### config.mk
export PLATFORM = sky130hd
export DESIGN_NAME = audio_loopback_top
export DESIGN_NICKNAME = d
export VERILOG_FILES = /design/src/design/audio_pkg.sv /design/src/design/frame_timer.sv /design/src/design/mic_spi_fsm.sv /design/src/design/mic_sample_path.sv /design/src/design/sample_fifo.sv /design/src/design/i2s_serializer.sv /design/src/design/audio_loopback_top.sv
export SDC_FILE = /design/constraint.sdc
export NUM_CORES = 1
export LEC_CHECK = 0
export BUFFER_PORTS_ARGS = -buffer_cell sky130_fd_sc_hd__buf_2
export CAP_MARGIN = 20
export CORE_MARGIN = 2
export CORE_UTILIZATION = 55
export CTS_BUF_LIST = sky130_fd_sc_hd__clkbuf_16
export CTS_CLUSTER_DIAMETER = 40
export DETAILED_ROUTE_END_ITERATION = 6
export HOLD_SLACK_MARGIN = 0.02
export PLACE_DENSITY = 0.71
export SYNTH_ARGS = -nofsm -noshare
export SYNTH_HDL_FRONTEND = slang
export SYNTH_HIERARCHICAL = 1
export SYNTH_SLANG_ARGS = --single-unit
export TNS_END_PERCENT = 30
### constraint.sdc
create_clock -name clk -period 4.5 [get_ports clk]
set_input_delay 0.675 -clock clk [delete_from_list [all_inputs] [get_ports clk]]
set_output_delay 0.675 -clock clk [all_outputs]
set_load 0.02 [all_outputs]
### src/design/audio_pkg.sv
// Widths are fixed for a 12-bit offset-binary microphone and 16-bit I2S; change them together
package audio_pkg;

    // --------------------
    // Sample widths

    localparam int mic_raw_w     = 12;                  // Microphone code width
    localparam int audio_w       = 16;                  // I2S word width
    localparam int audio_shift_c = audio_w - mic_raw_w; // Left shift from mic code to audio

    typedef logic        [mic_raw_w-1:0] mic_raw_t;     // Offset-binary mic code
    typedef logic signed [audio_w-1:0]   audio_t;       // Signed audio sample

    localparam mic_raw_t mic_offset_c = 12'h800;        // Mid-scale of the mic code

    // --------------------
    // Frame geometry

    localparam int mic_bits_c = 16;                     // 4 leading zeros then 12 data bits
    localparam int i2s_bits_c = 32;                     // Left word then right word

    // --------------------
    // LED bar

    localparam int led_w_c = 4;                         // Default bar width, power of two

    // --------------------
    // Capture FSM

    typedef enum logic [1:0] {
        cap_idle,    // Waiting for the frame strobe
        cap_select,  // CS low, SCK still parked
        cap_shift,   // Clocking the 16 bits
        cap_done     // Raise CS, flag the sample
    } mic_state_t;

endpackage

### src/design/frame_timer.sv
// Dividers must be at least 1; the frame strobe always lands on a BCLK half-period tick
`timescale 1ns/10ps

module frame_timer #(
    parameter int sck_half_div  = 2,
    parameter int bclk_half_div = 2
) (
    input  logic clk,
    input  logic arst_n,
    output logic sck_tick,
    output logic bclk_tick,
    output logic frame_start
);

    localparam int sck_cnt_w  = $clog2(sck_half_div + 1);
    localparam int bclk_cnt_w = $clog2(bclk_half_div + 1);
    localparam int halves_c   = 2 * audio_pkg::i2s_bits_c;  // BCLK half periods per frame
    localparam int half_cnt_w = $clog2(halves_c);

    logic [sck_cnt_w-1:0]  sck_cnt;
    logic [bclk_cnt_w-1:0] bclk_cnt;
    logic [half_cnt_w-1:0] half_cnt;
    logic                  sck_wrap;
    logic                  bclk_wrap;

    assign sck_wrap  = (sck_cnt == sck_cnt_w'(sck_half_div - 1));
    assign bclk_wrap = (bclk_cnt == bclk_cnt_w'(bclk_half_div - 1));

    // --------------------
    // SCK half-period divider

    always_ff @(posedge clk or negedge arst_n) begin
        if (!arst_n) begin
            sck_cnt  <= '0;
            sck_tick <= 1'b0;
        end else begin
            sck_tick <= sck_wrap;
            sck_cnt  <= sck_wrap ? '0 : sck_cnt + 1'b1;
        end
    end

    // --------------------
    // BCLK divider and frame strobe

    always_ff @(posedge clk or negedge arst_n) begin
        if (!arst_n) begin
            bclk_cnt    <= '0;
            half_cnt    <= '0;
            bclk_tick   <= 1'b0;
            frame_start <= 1'b0;
        end else begin
            bclk_tick   <= bclk_wrap;
            bclk_cnt    <= bclk_wrap ? '0 : bclk_cnt + 1'b1;
            // Last half period of the frame closes it
            frame_start <= bclk_wrap && (half_cnt == half_cnt_w'(halves_c - 1));
            if (bclk_wrap) begin
                half_cnt <= half_cnt + 1'b1;    // Wraps at the frame length
            end
        end
    end

endmodule

### src/design/mic_spi_fsm.sv
// One 16-bit read per frame; the whole transfer must end before the next frame strobe
`timescale 1ns/10ps

module mic_spi_fsm #(
    parameter int sck_half_div  = 2,
    parameter int bclk_half_div = 2
) (
    input  logic clk,
    input  logic arst_n,
    input  logic frame_start,
    input  logic sck_tick,
    output logic mic_cs,
    output logic mic_sck,
    output logic shift_en,
    output logic capture_done
);

    localparam int bit_cnt_w      = $clog2(audio_pkg::mic_bits_c + 1);
    localparam int frame_cycles_c = 2 * bclk_half_div * audio_pkg::i2s_bits_c;
    // Select wait, two SCK edges per bit, then the done cycle
    localparam int xfer_cycles_c  = (2 * audio_pkg::mic_bits_c + 1) * sck_half_div + 2;

    audio_pkg::mic_state_t state;
    logic [bit_cnt_w-1:0]  bit_cnt;        // Rising SCK edges so far

    assign capture_done = (state == audio_pkg::cap_done);

    always_ff @(posedge clk or negedge arst_n) begin
        if (!arst_n) begin
            state    <= audio_pkg::cap_idle;
            bit_cnt  <= '0;
            mic_cs   <= 1'b1;
            mic_sck  <= 1'b0;
            shift_en <= 1'b0;
        end else begin
            shift_en <= 1'b0;
            case (state)
                audio_pkg::cap_idle: begin
                    if (frame_start) begin
                        mic_cs  <= 1'b0;
                        bit_cnt <= '0;
                        state   <= audio_pkg::cap_select;
                    end
                end
                audio_pkg::cap_select: begin
                    if (sck_tick) begin
                        state <= audio_pkg::cap_shift;  // CS setup elapsed
                    end
                end
                audio_pkg::cap_shift: begin
                    if (sck_tick) begin
                        if (!mic_sck) begin
                            mic_sck  <= 1'b1;
                            shift_en <= 1'b1;           // Sample on this rising edge
                            bit_cnt  <= bit_cnt + 1'b1;
                        end else begin
                            mic_sck <= 1'b0;
                            if (bit_cnt == bit_cnt_w'(audio_pkg::mic_bits_c)) begin
                                state <= audio_pkg::cap_done;
                            end
                        end
                    end
                end
                audio_pkg::cap_done: begin
                    mic_cs <= 1'b1;
                    state  <= audio_pkg::cap_idle;
                end
                default: state <= audio_pkg::cap_idle;
            endcase
        end
    end

    // --------------------
    // Transfer must fit in one frame

    if (xfer_cycles_c >= frame_cycles_c) begin : g_frame_too_short
        $error("Microphone transfer longer than one I2S frame");
    end

    a_frame_in_idle : assert property (
        @(posedge clk) disable iff (!arst_n)
        frame_start |-> (state == audio_pkg::cap_idle)
    );

endmodule

### src/design/mic_sample_path.sv
// Samples arriving with no credit left are dropped; w_led must be a power of two up to 16
`timescale 1ns/10ps

module mic_sample_path #(
    parameter int fifo_depth = 4,
    parameter int w_led      = 4
) (
    input  logic              clk,
    input  logic              arst_n,
    input  logic              mic_sdo,
    input  logic              shift_en,
    input  logic              capture_done,
    input  logic              pop,
    output logic              push,
    output audio_pkg::audio_t push_data,
    output logic [w_led-1:0]  led
);

    localparam int credit_w    = $clog2(fifo_depth + 1);
    localparam int led_shift_c = 15 - $clog2(w_led);   // Top bits that drive the bar

    logic [audio_pkg::mic_bits_c-1:0] shift_reg;
    audio_pkg::mic_raw_t              raw;
    audio_pkg::mic_raw_t              centered;
    audio_pkg::audio_t                sample;
    logic [credit_w-1:0]              credits;
    logic [audio_pkg::audio_w-1:0]    magnitude;
    logic [audio_pkg::audio_w-1:0]    level;
    logic [w_led-1:0]                 led_next;

    always_ff @(posedge clk) begin
        if (shift_en) begin
            shift_reg <= {shift_reg[audio_pkg::mic_bits_c-2:0], mic_sdo};  // MSB first
        end
    end

    // --------------------
    // Offset removal

    assign raw      = shift_reg[audio_pkg::mic_raw_w-1:0];       // Leading zeros fall off
    assign centered = raw - audio_pkg::mic_offset_c;
    assign sample   = {centered, {audio_pkg::audio_shift_c{1'b0}}};

    always_ff @(posedge clk) begin
        if (capture_done) begin
            push_data <= sample;
        end
    end

    // Push and credit count
    always_ff @(posedge clk or negedge arst_n) begin
        if (!arst_n) begin
            push    <= 1'b0;
            credits <= credit_w'(fifo_depth);
        end else begin
            push    <= capture_done && (credits != '0);
            credits <= credits - credit_w'(push) + credit_w'(pop);  // Pop returns a credit
        end
    end

    // --------------------
    // Level meter

    assign magnitude = push_data[audio_pkg::audio_w-1] ? -push_data : push_data;
    assign level     = magnitude >> led_shift_c;

    always_comb begin
        for (int i = 0; i < w_led; i++) begin
            led_next[i] = (level > audio_pkg::audio_w'(i));  // Thermometer, saturates
        end
    end

    always_ff @(posedge clk or negedge arst_n) begin
        if (!arst_n) begin
            led <= '0;
        end else if (push) begin
            led <= led_next;                                // Dropped samples keep old bar
        end
    end

    a_push_has_credit : assert property (
        @(posedge clk) disable iff (!arst_n)
        push |-> (credits != '0)
    );

endmodule

### src/design/sample_fifo.sv
// Depth must be a power of two of at least 2; read data is valid whenever empty is low
`timescale 1ns/10ps

module sample_fifo #(
    parameter int fifo_depth = 4
) (
    input  logic              clk,
    input  logic              arst_n,
    input  logic              push,
    input  audio_pkg::audio_t push_data,
    input  logic              pop,
    output audio_pkg::audio_t pop_data,
    output logic              empty
);

    localparam int ptr_w = $clog2(fifo_depth);
    localparam int cnt_w = $clog2(fifo_depth + 1);

    audio_pkg::audio_t mem [fifo_depth];
    logic [ptr_w-1:0]  wr_ptr;
    logic [ptr_w-1:0]  rd_ptr;
    logic [cnt_w-1:0]  count;      // Words held
    logic              full;

    assign empty    = (count == '0);
    assign full     = (count == cnt_w'(fifo_depth));
    assign pop_data = mem[rd_ptr];  // Head of the queue

    // --------------------
    // Storage

    always_ff @(posedge clk) begin
        if (push) begin
            mem[wr_ptr] <= push_data;
        end
    end

    // --------------------
    // Pointers and occupancy

    always_ff @(posedge clk or negedge arst_n) begin
        if (!arst_n) begin
            wr_ptr <= '0;
            rd_ptr <= '0;
            count  <= '0;
        end else begin
            if (push) begin
                wr_ptr <= wr_ptr + 1'b1;    // Natural wrap
            end
            if (pop) begin
                rd_ptr <= rd_ptr + 1'b1;
            end
            count <= count + cnt_w'(push) - cnt_w'(pop);
        end
    end

    // Upstream credits and downstream empty check keep these true
    a_no_overflow : assert property (
        @(posedge clk) disable iff (!arst_n)
        push |-> !full
    );

    a_no_underflow : assert property (
        @(posedge clk) disable iff (!arst_n)
        pop |-> !empty
    );

endmodule

### src/design/i2s_serializer.sv
// Standard I2S, one-bit delay after LRCLK; BCLK stays low until the first frame strobe
`timescale 1ns/10ps

module i2s_serializer (
    input  logic              clk,
    input  logic              arst_n,
    input  logic              bclk_tick,
    input  logic              frame_start,
    input  audio_pkg::audio_t pop_data,
    input  logic              empty,
    output logic              pop,
    output logic              i2s_bclk,
    output logic              i2s_lrclk,
    output logic              i2s_sdata
);

    localparam int bit_cnt_w = $clog2(audio_pkg::i2s_bits_c);
    localparam int half_c    = audio_pkg::i2s_bits_c / 2;  // Bits per channel

    logic                            running;
    logic                            fall_edge;
    logic [bit_cnt_w-1:0]            bit_cnt;    // Falling edge number in the frame
    logic [audio_pkg::i2s_bits_c-1:0] frame_sr;
    audio_pkg::audio_t               word;

    assign pop       = frame_start && !empty;
    assign word      = empty ? '0 : pop_data;    // Silence on underrun
    assign fall_edge = bclk_tick && running && i2s_bclk;

    always_ff @(posedge clk or negedge arst_n) begin
        if (!arst_n) begin
            running   <= 1'b0;
            i2s_bclk  <= 1'b0;
            i2s_lrclk <= 1'b0;
            i2s_sdata <= 1'b0;
            bit_cnt   <= '0;
            frame_sr  <= '0;
        end else begin
            if (frame_start) begin
                running <= 1'b1;
            end

            // --------------------
            // BCLK, frame strobe is always a falling edge
            if (bclk_tick && (running || frame_start)) begin
                i2s_bclk <= frame_start ? 1'b0 : !i2s_bclk;
            end

            // --------------------
            // Data and word select
            if (frame_start) begin
                i2s_sdata <= frame_sr[audio_pkg::i2s_bits_c-1];  // Right LSB of last frame
                frame_sr  <= {word, word};                       // Same sample both channels
                i2s_lrclk <= 1'b0;                               // Left
                bit_cnt   <= bit_cnt_w'(1);
            end else if (fall_edge) begin
                i2s_sdata <= frame_sr[audio_pkg::i2s_bits_c-1];
                frame_sr  <= frame_sr << 1;
                i2s_lrclk <= (bit_cnt >= bit_cnt_w'(half_c));    // Right from mid-frame
                bit_cnt   <= bit_cnt + 1'b1;
            end
        end
    end

    // Frame timer must align the strobe with a BCLK half-period tick
    a_frame_on_tick : assert property (
        @(posedge clk) disable iff (!arst_n)
        frame_start |-> bclk_tick
    );

endmodule

### src/design/audio_loopback_top.sv
// Single clk domain; SCK, BCLK and LRCLK are divided outputs, not clocks
`timescale 1ns/10ps

module audio_loopback_top #(
    parameter int sck_half_div  = 2,
    parameter int bclk_half_div = 2,
    parameter int fifo_depth    = 4,
    parameter int w_led         = audio_pkg::led_w_c
) (
    input  logic             clk,
    input  logic             arst_n,
    input  logic             mic_sdo,
    output logic             mic_cs,
    output logic             mic_sck,
    output logic             i2s_bclk,
    output logic             i2s_lrclk,
    output logic             i2s_sdata,
    output logic [w_led-1:0] led
);

    // --------------------
    // Internal nets

    logic              sck_tick;
    logic              bclk_tick;
    logic              frame_start;
    logic              shift_en;
    logic              capture_done;
    logic              push;
    logic              pop;
    logic              empty;
    audio_pkg::audio_t push_data;
    audio_pkg::audio_t pop_data;

    frame_timer #(
        .sck_half_div  (sck_half_div),
        .bclk_half_div (bclk_half_div)
    ) i_frame_timer (
        .clk         (clk),
        .arst_n      (arst_n),
        .sck_tick    (sck_tick),
        .bclk_tick   (bclk_tick),
        .frame_start (frame_start)
    );

    mic_spi_fsm #(
        .sck_half_div  (sck_half_div),
        .bclk_half_div (bclk_half_div)
    ) i_mic_spi_fsm (
        .clk          (clk),
        .arst_n       (arst_n),
        .frame_start  (frame_start),
        .sck_tick     (sck_tick),
        .mic_cs       (mic_cs),
        .mic_sck      (mic_sck),
        .shift_en     (shift_en),
        .capture_done (capture_done)
    );

    mic_sample_path #(
        .fifo_depth (fifo_depth),
        .w_led      (w_led)
    ) i_mic_sample_path (
        .clk          (clk),
        .arst_n       (arst_n),
        .mic_sdo      (mic_sdo),
        .shift_en     (shift_en),
        .capture_done (capture_done),
        .pop          (pop),            // Credit return
        .push         (push),
        .push_data    (push_data),
        .led          (led)
    );

    sample_fifo #(
        .fifo_depth (fifo_depth)
    ) i_sample_fifo (
        .clk       (clk),
        .arst_n    (arst_n),
        .push      (push),
        .push_data (push_data),
        .pop       (pop),
        .pop_data  (pop_data),
        .empty     (empty)
    );

    i2s_serializer i_i2s_serializer (
        .clk         (clk),
        .arst_n      (arst_n),
        .bclk_tick   (bclk_tick),
        .frame_start (frame_start),
        .pop_data    (pop_data),
        .empty       (empty),
        .pop         (pop),
        .i2s_bclk    (i2s_bclk),
        .i2s_lrclk   (i2s_lrclk),
        .i2s_sdata   (i2s_sdata)
    );

endmodule

==> results.sh <==
export IMPL_status="completed"
export IMPL_cp_cell_sequence="buf_4, nor2b_2, buf_4, ha_1, fa_1"
export IMPL_portBuffers=11
export IMPL_synth_xor_area_share_pct=2.28
export IMPL_cts_made_buffers=17
export IMPL_cp_start_kind="flop"
export IMPL_clock_latency_ns=0.42
export IMPL_die_w_um=116
export IMPL_firstDrtPassIters=4
export IMPL_critical_path_class="flop to flop"
export IMPL_maxSlewViolCount=0
export IMPL_largestRegisters="i_sample_fifo/mem: 64 flops, i_i2s_serializer/frame_sr: 32 flops"
export IMPL_synth_compound_area_share_pct=7.75
export IMPL_hp_class="primary input to async pin"
export IMPL_dpl_cell_area_sq_um=7070
export IMPL_avgSynthCellArea_sq_um=14.3
export IMPL_r2r_slack_ns=2.32
export IMPL_max_slew_worst_pin_slew_ns=0.997
export IMPL_ys_async_sr_fraction_pct=47.3
export IMPL_die_area_sq_um=13500
export IMPL_synth_cell_types=55
export IMPL_p_total_mw=2.97
export IMPL_ant_nets=0
export IMPL_cp_end_kind="flop"
export IMPL_synth_top_family_by_area="simple AND/OR/NAND/NOR gates"
export IMPL_synthFlopType="edfxtp_1"
export IMPL_fp_row_count=40
export IMPL_r2r_start="i_frame_timer/frame_start$_DFF_PN0_"
export IMPL_synth_seq_cells=167
export IMPL_syn_inst=483
export IMPL_routabilityCongestion=0.736
export IMPL_slowest_delay_ns=0.42
export IMPL_period_share_pct=48.4
export IMPL_worst_endpoint_required_ns=4.79
export IMPL_io_pins=12
export IMPL_final_hold_violation_count=0
export IMPL_drt_wl_total_mm=10.4
export IMPL_grt_pass1_wl_mm=17.8
export IMPL_grt_max_degree=80
export IMPL_insertedDiodeCount=0
export IMPL_yosys_area_share_adder_pct=3.47
export IMPL_synth_edf_count=88
export IMPL_muxShareOfSynthArea_pct=6.86
export IMPL_reg2reg_depth=5
export IMPL_fmax_mhz=459
export IMPL_clock_skew_ns=0.00969
export IMPL_grt_overflow_total=0
export IMPL_fin_nets=516
export IMPL_dp_cells=643
export IMPL_drive_above_1_share_pct=13.8
export IMPL_largest_reg_flops=64
export IMPL_fp_coreArea_sq_um=12200
export IMPL_cts_tree="done"
export IMPL_cts_max_path_buffers=2
export IMPL_root_buffer="clkbuf_16"
export IMPL_postCtsSetupBuffers=0
export IMPL_ir_drop_mv=0.234
export IMPL_ctsResizeCount=0
export IMPL_yosysSeqAreaShare_pct=66.7
export IMPL_min_period_ns=2.18
export IMPL_stdcell_count=676
export IMPL_cap_violations=0
export IMPL_regMostFlops="i_sample_fifo/mem"
export IMPL_syn_to_final_growth_pct=10.5
export IMPL_drt_initial_drc_count=166
export IMPL_synth_simple_area_share_pct=9.48
export IMPL_post_place_ws_ns=2.34
export IMPL_fin_hold_ws_ns=0.121
export IMPL_drc=0
export IMPL_grt_usage_pct=17.7
export IMPL_synth_area_sq_um=6930
export IMPL_numClockSinks=167
export IMPL_final_cell_mix="88 x edfxtp_1, 77 x dfrtp_1, 40 x nand2_1"
export IMPL_dpl_hpwl_mm=6.37
export IMPL_leakagePower_nw=3.01
export IMPL_path_clk_slew_ns=0.06
export IMPL_dr_total_vias=3606
export IMPL_critPathArrivalTime_ns=2.47
export IMPL_slew_headroom_pct=33.5
export IMPL_r2r_end="i_mic_sample_path/credits[1]$_DFF_PN0_"
export IMPL_rsz0062_at_grt="false"
export IMPL_crit_fanout=45
export IMPL_setup_tns_ns=0
export IMPL_final_common_cell="edfxtp_1"
export IMPL_initial_utilization_pct=57.0
export IMPL_viasPerCell=5.33
export IMPL_postCtsHoldBufs=0
export IMPL_crit_slowest_cell="buf_4"
export IMPL_wl_per_cell_um=15.5
export IMPL_die_h_um=116
export IMPL_yosysWarnings=6
export IMPL_crit_top_cell="buf_4"
export IMPL_power_density_nw_per_um2=388
export IMPL_htreeDepth=4
export IMPL_setup_viol=0
export IMPL_antenna_found_initial=0
export IMPL_setup_slack_ns=2.32
export IMPL_grt_pass1_vias=3579
export IMPL_fin_util_pct=62.9
export IMPL_fin_area_sq_um=7650
final cells by class:
cell class / count / area, sq um
Clock inverter: 15 / 130
Tap cell: 168 / 210
Sequential cell: 167 / 4620
Inverter: 20 / 75.1
Fill cell: 885 / 4510
Multi-Input combinational cell: 274 / 2080
Clock buffer: 17 / 425
Timing Repair Buffer: 15 / 108
synthesized netlist by cell type (5+ instances only):
master,n,area [sq um]
nand2_1,40,150
ha_1,16,200
edfxtp_1,88,2640
dfrtp_1,77,1930
a21oi_1,36,180
clkbuf_1,5,18.8
inv_1,20,75.1
xnor2_1,12,105
mux4_1,8,210
nor2b_1,33,206
nand2b_1,7,43.8
buf_4,5,37.5
buf_2,12,60.1
nor2_1,15,56.3
nand3_1,5,25.0
o21ai_1,33,165
xor2_1,6,52.6
mux4_2,8,180
per-layer routing:
metal  vias to the layer above  share of wire [%]  global-route usage (%)
met2                        45                 48                    27.6
met4                         0                1.3                    6.90
met1                      1800                 47                    23.8
met3                        13                4.0                    4.98
met5                         -                  0                       0
li1                       1748                  -                       -
report_power, final:
group	total, mW	internal, mW	switching, mW
clock	1.35	0.761	0.586
combinational	0.0190	0.00336	0.0156
sequential	1.60	1.60	0
kinds of logic (layout without fill, tap and decap cells):
group	after synthesis	count (layout)
flops	167	167
mux	24	24
simple gates	122	122
other cells	1	4
compound gates	88	88
buf+inv	45	67
fa+ha+maj	18	18
xor+xnor	18	18
worst max path at each step:
stage	from	endpoint	slack, ns	depth (start not counted)
6_report	i_frame_timer/frame_start$_DFF_PN0_	i_mic_sample_path/credits[1]$_DFF_PN0_	2.32	5
5_1_grt	i_frame_timer/frame_start$_DFF_PN0_	i_mic_sample_path/credits[1]$_DFF_PN0_	2.18	5
4_1_cts	i_frame_timer/frame_start$_DFF_PN0_	i_mic_sample_path/credits[1]$_DFF_PN0_	2.33	5
3_5_place_dp	i_frame_timer/frame_start$_DFF_PN0_	i_mic_sample_path/credits[1]$_DFF_PN0_	2.34	5
3_3_place_gp	i_frame_timer/frame_start$_DFF_PN0_	i_mic_sample_path/credits[1]$_DFF_PN0_	2.41	5
2_1_floorplan	i_frame_timer/frame_start$_DFF_PN0_	i_sample_fifo/count[2]$_DFF_PN0_	2.35	9
worst max-delay path, delay by kind of cell, from the launching register on:
kind                     cells  cell delay, ns
buffers and inverters        2            0.78
AND/OR/NAND/NOR              1            0.26
adder cells (fa/ha/maj)      2            0.67
flip-flops                   1            0.32
(Power assumes the default switching activity.)
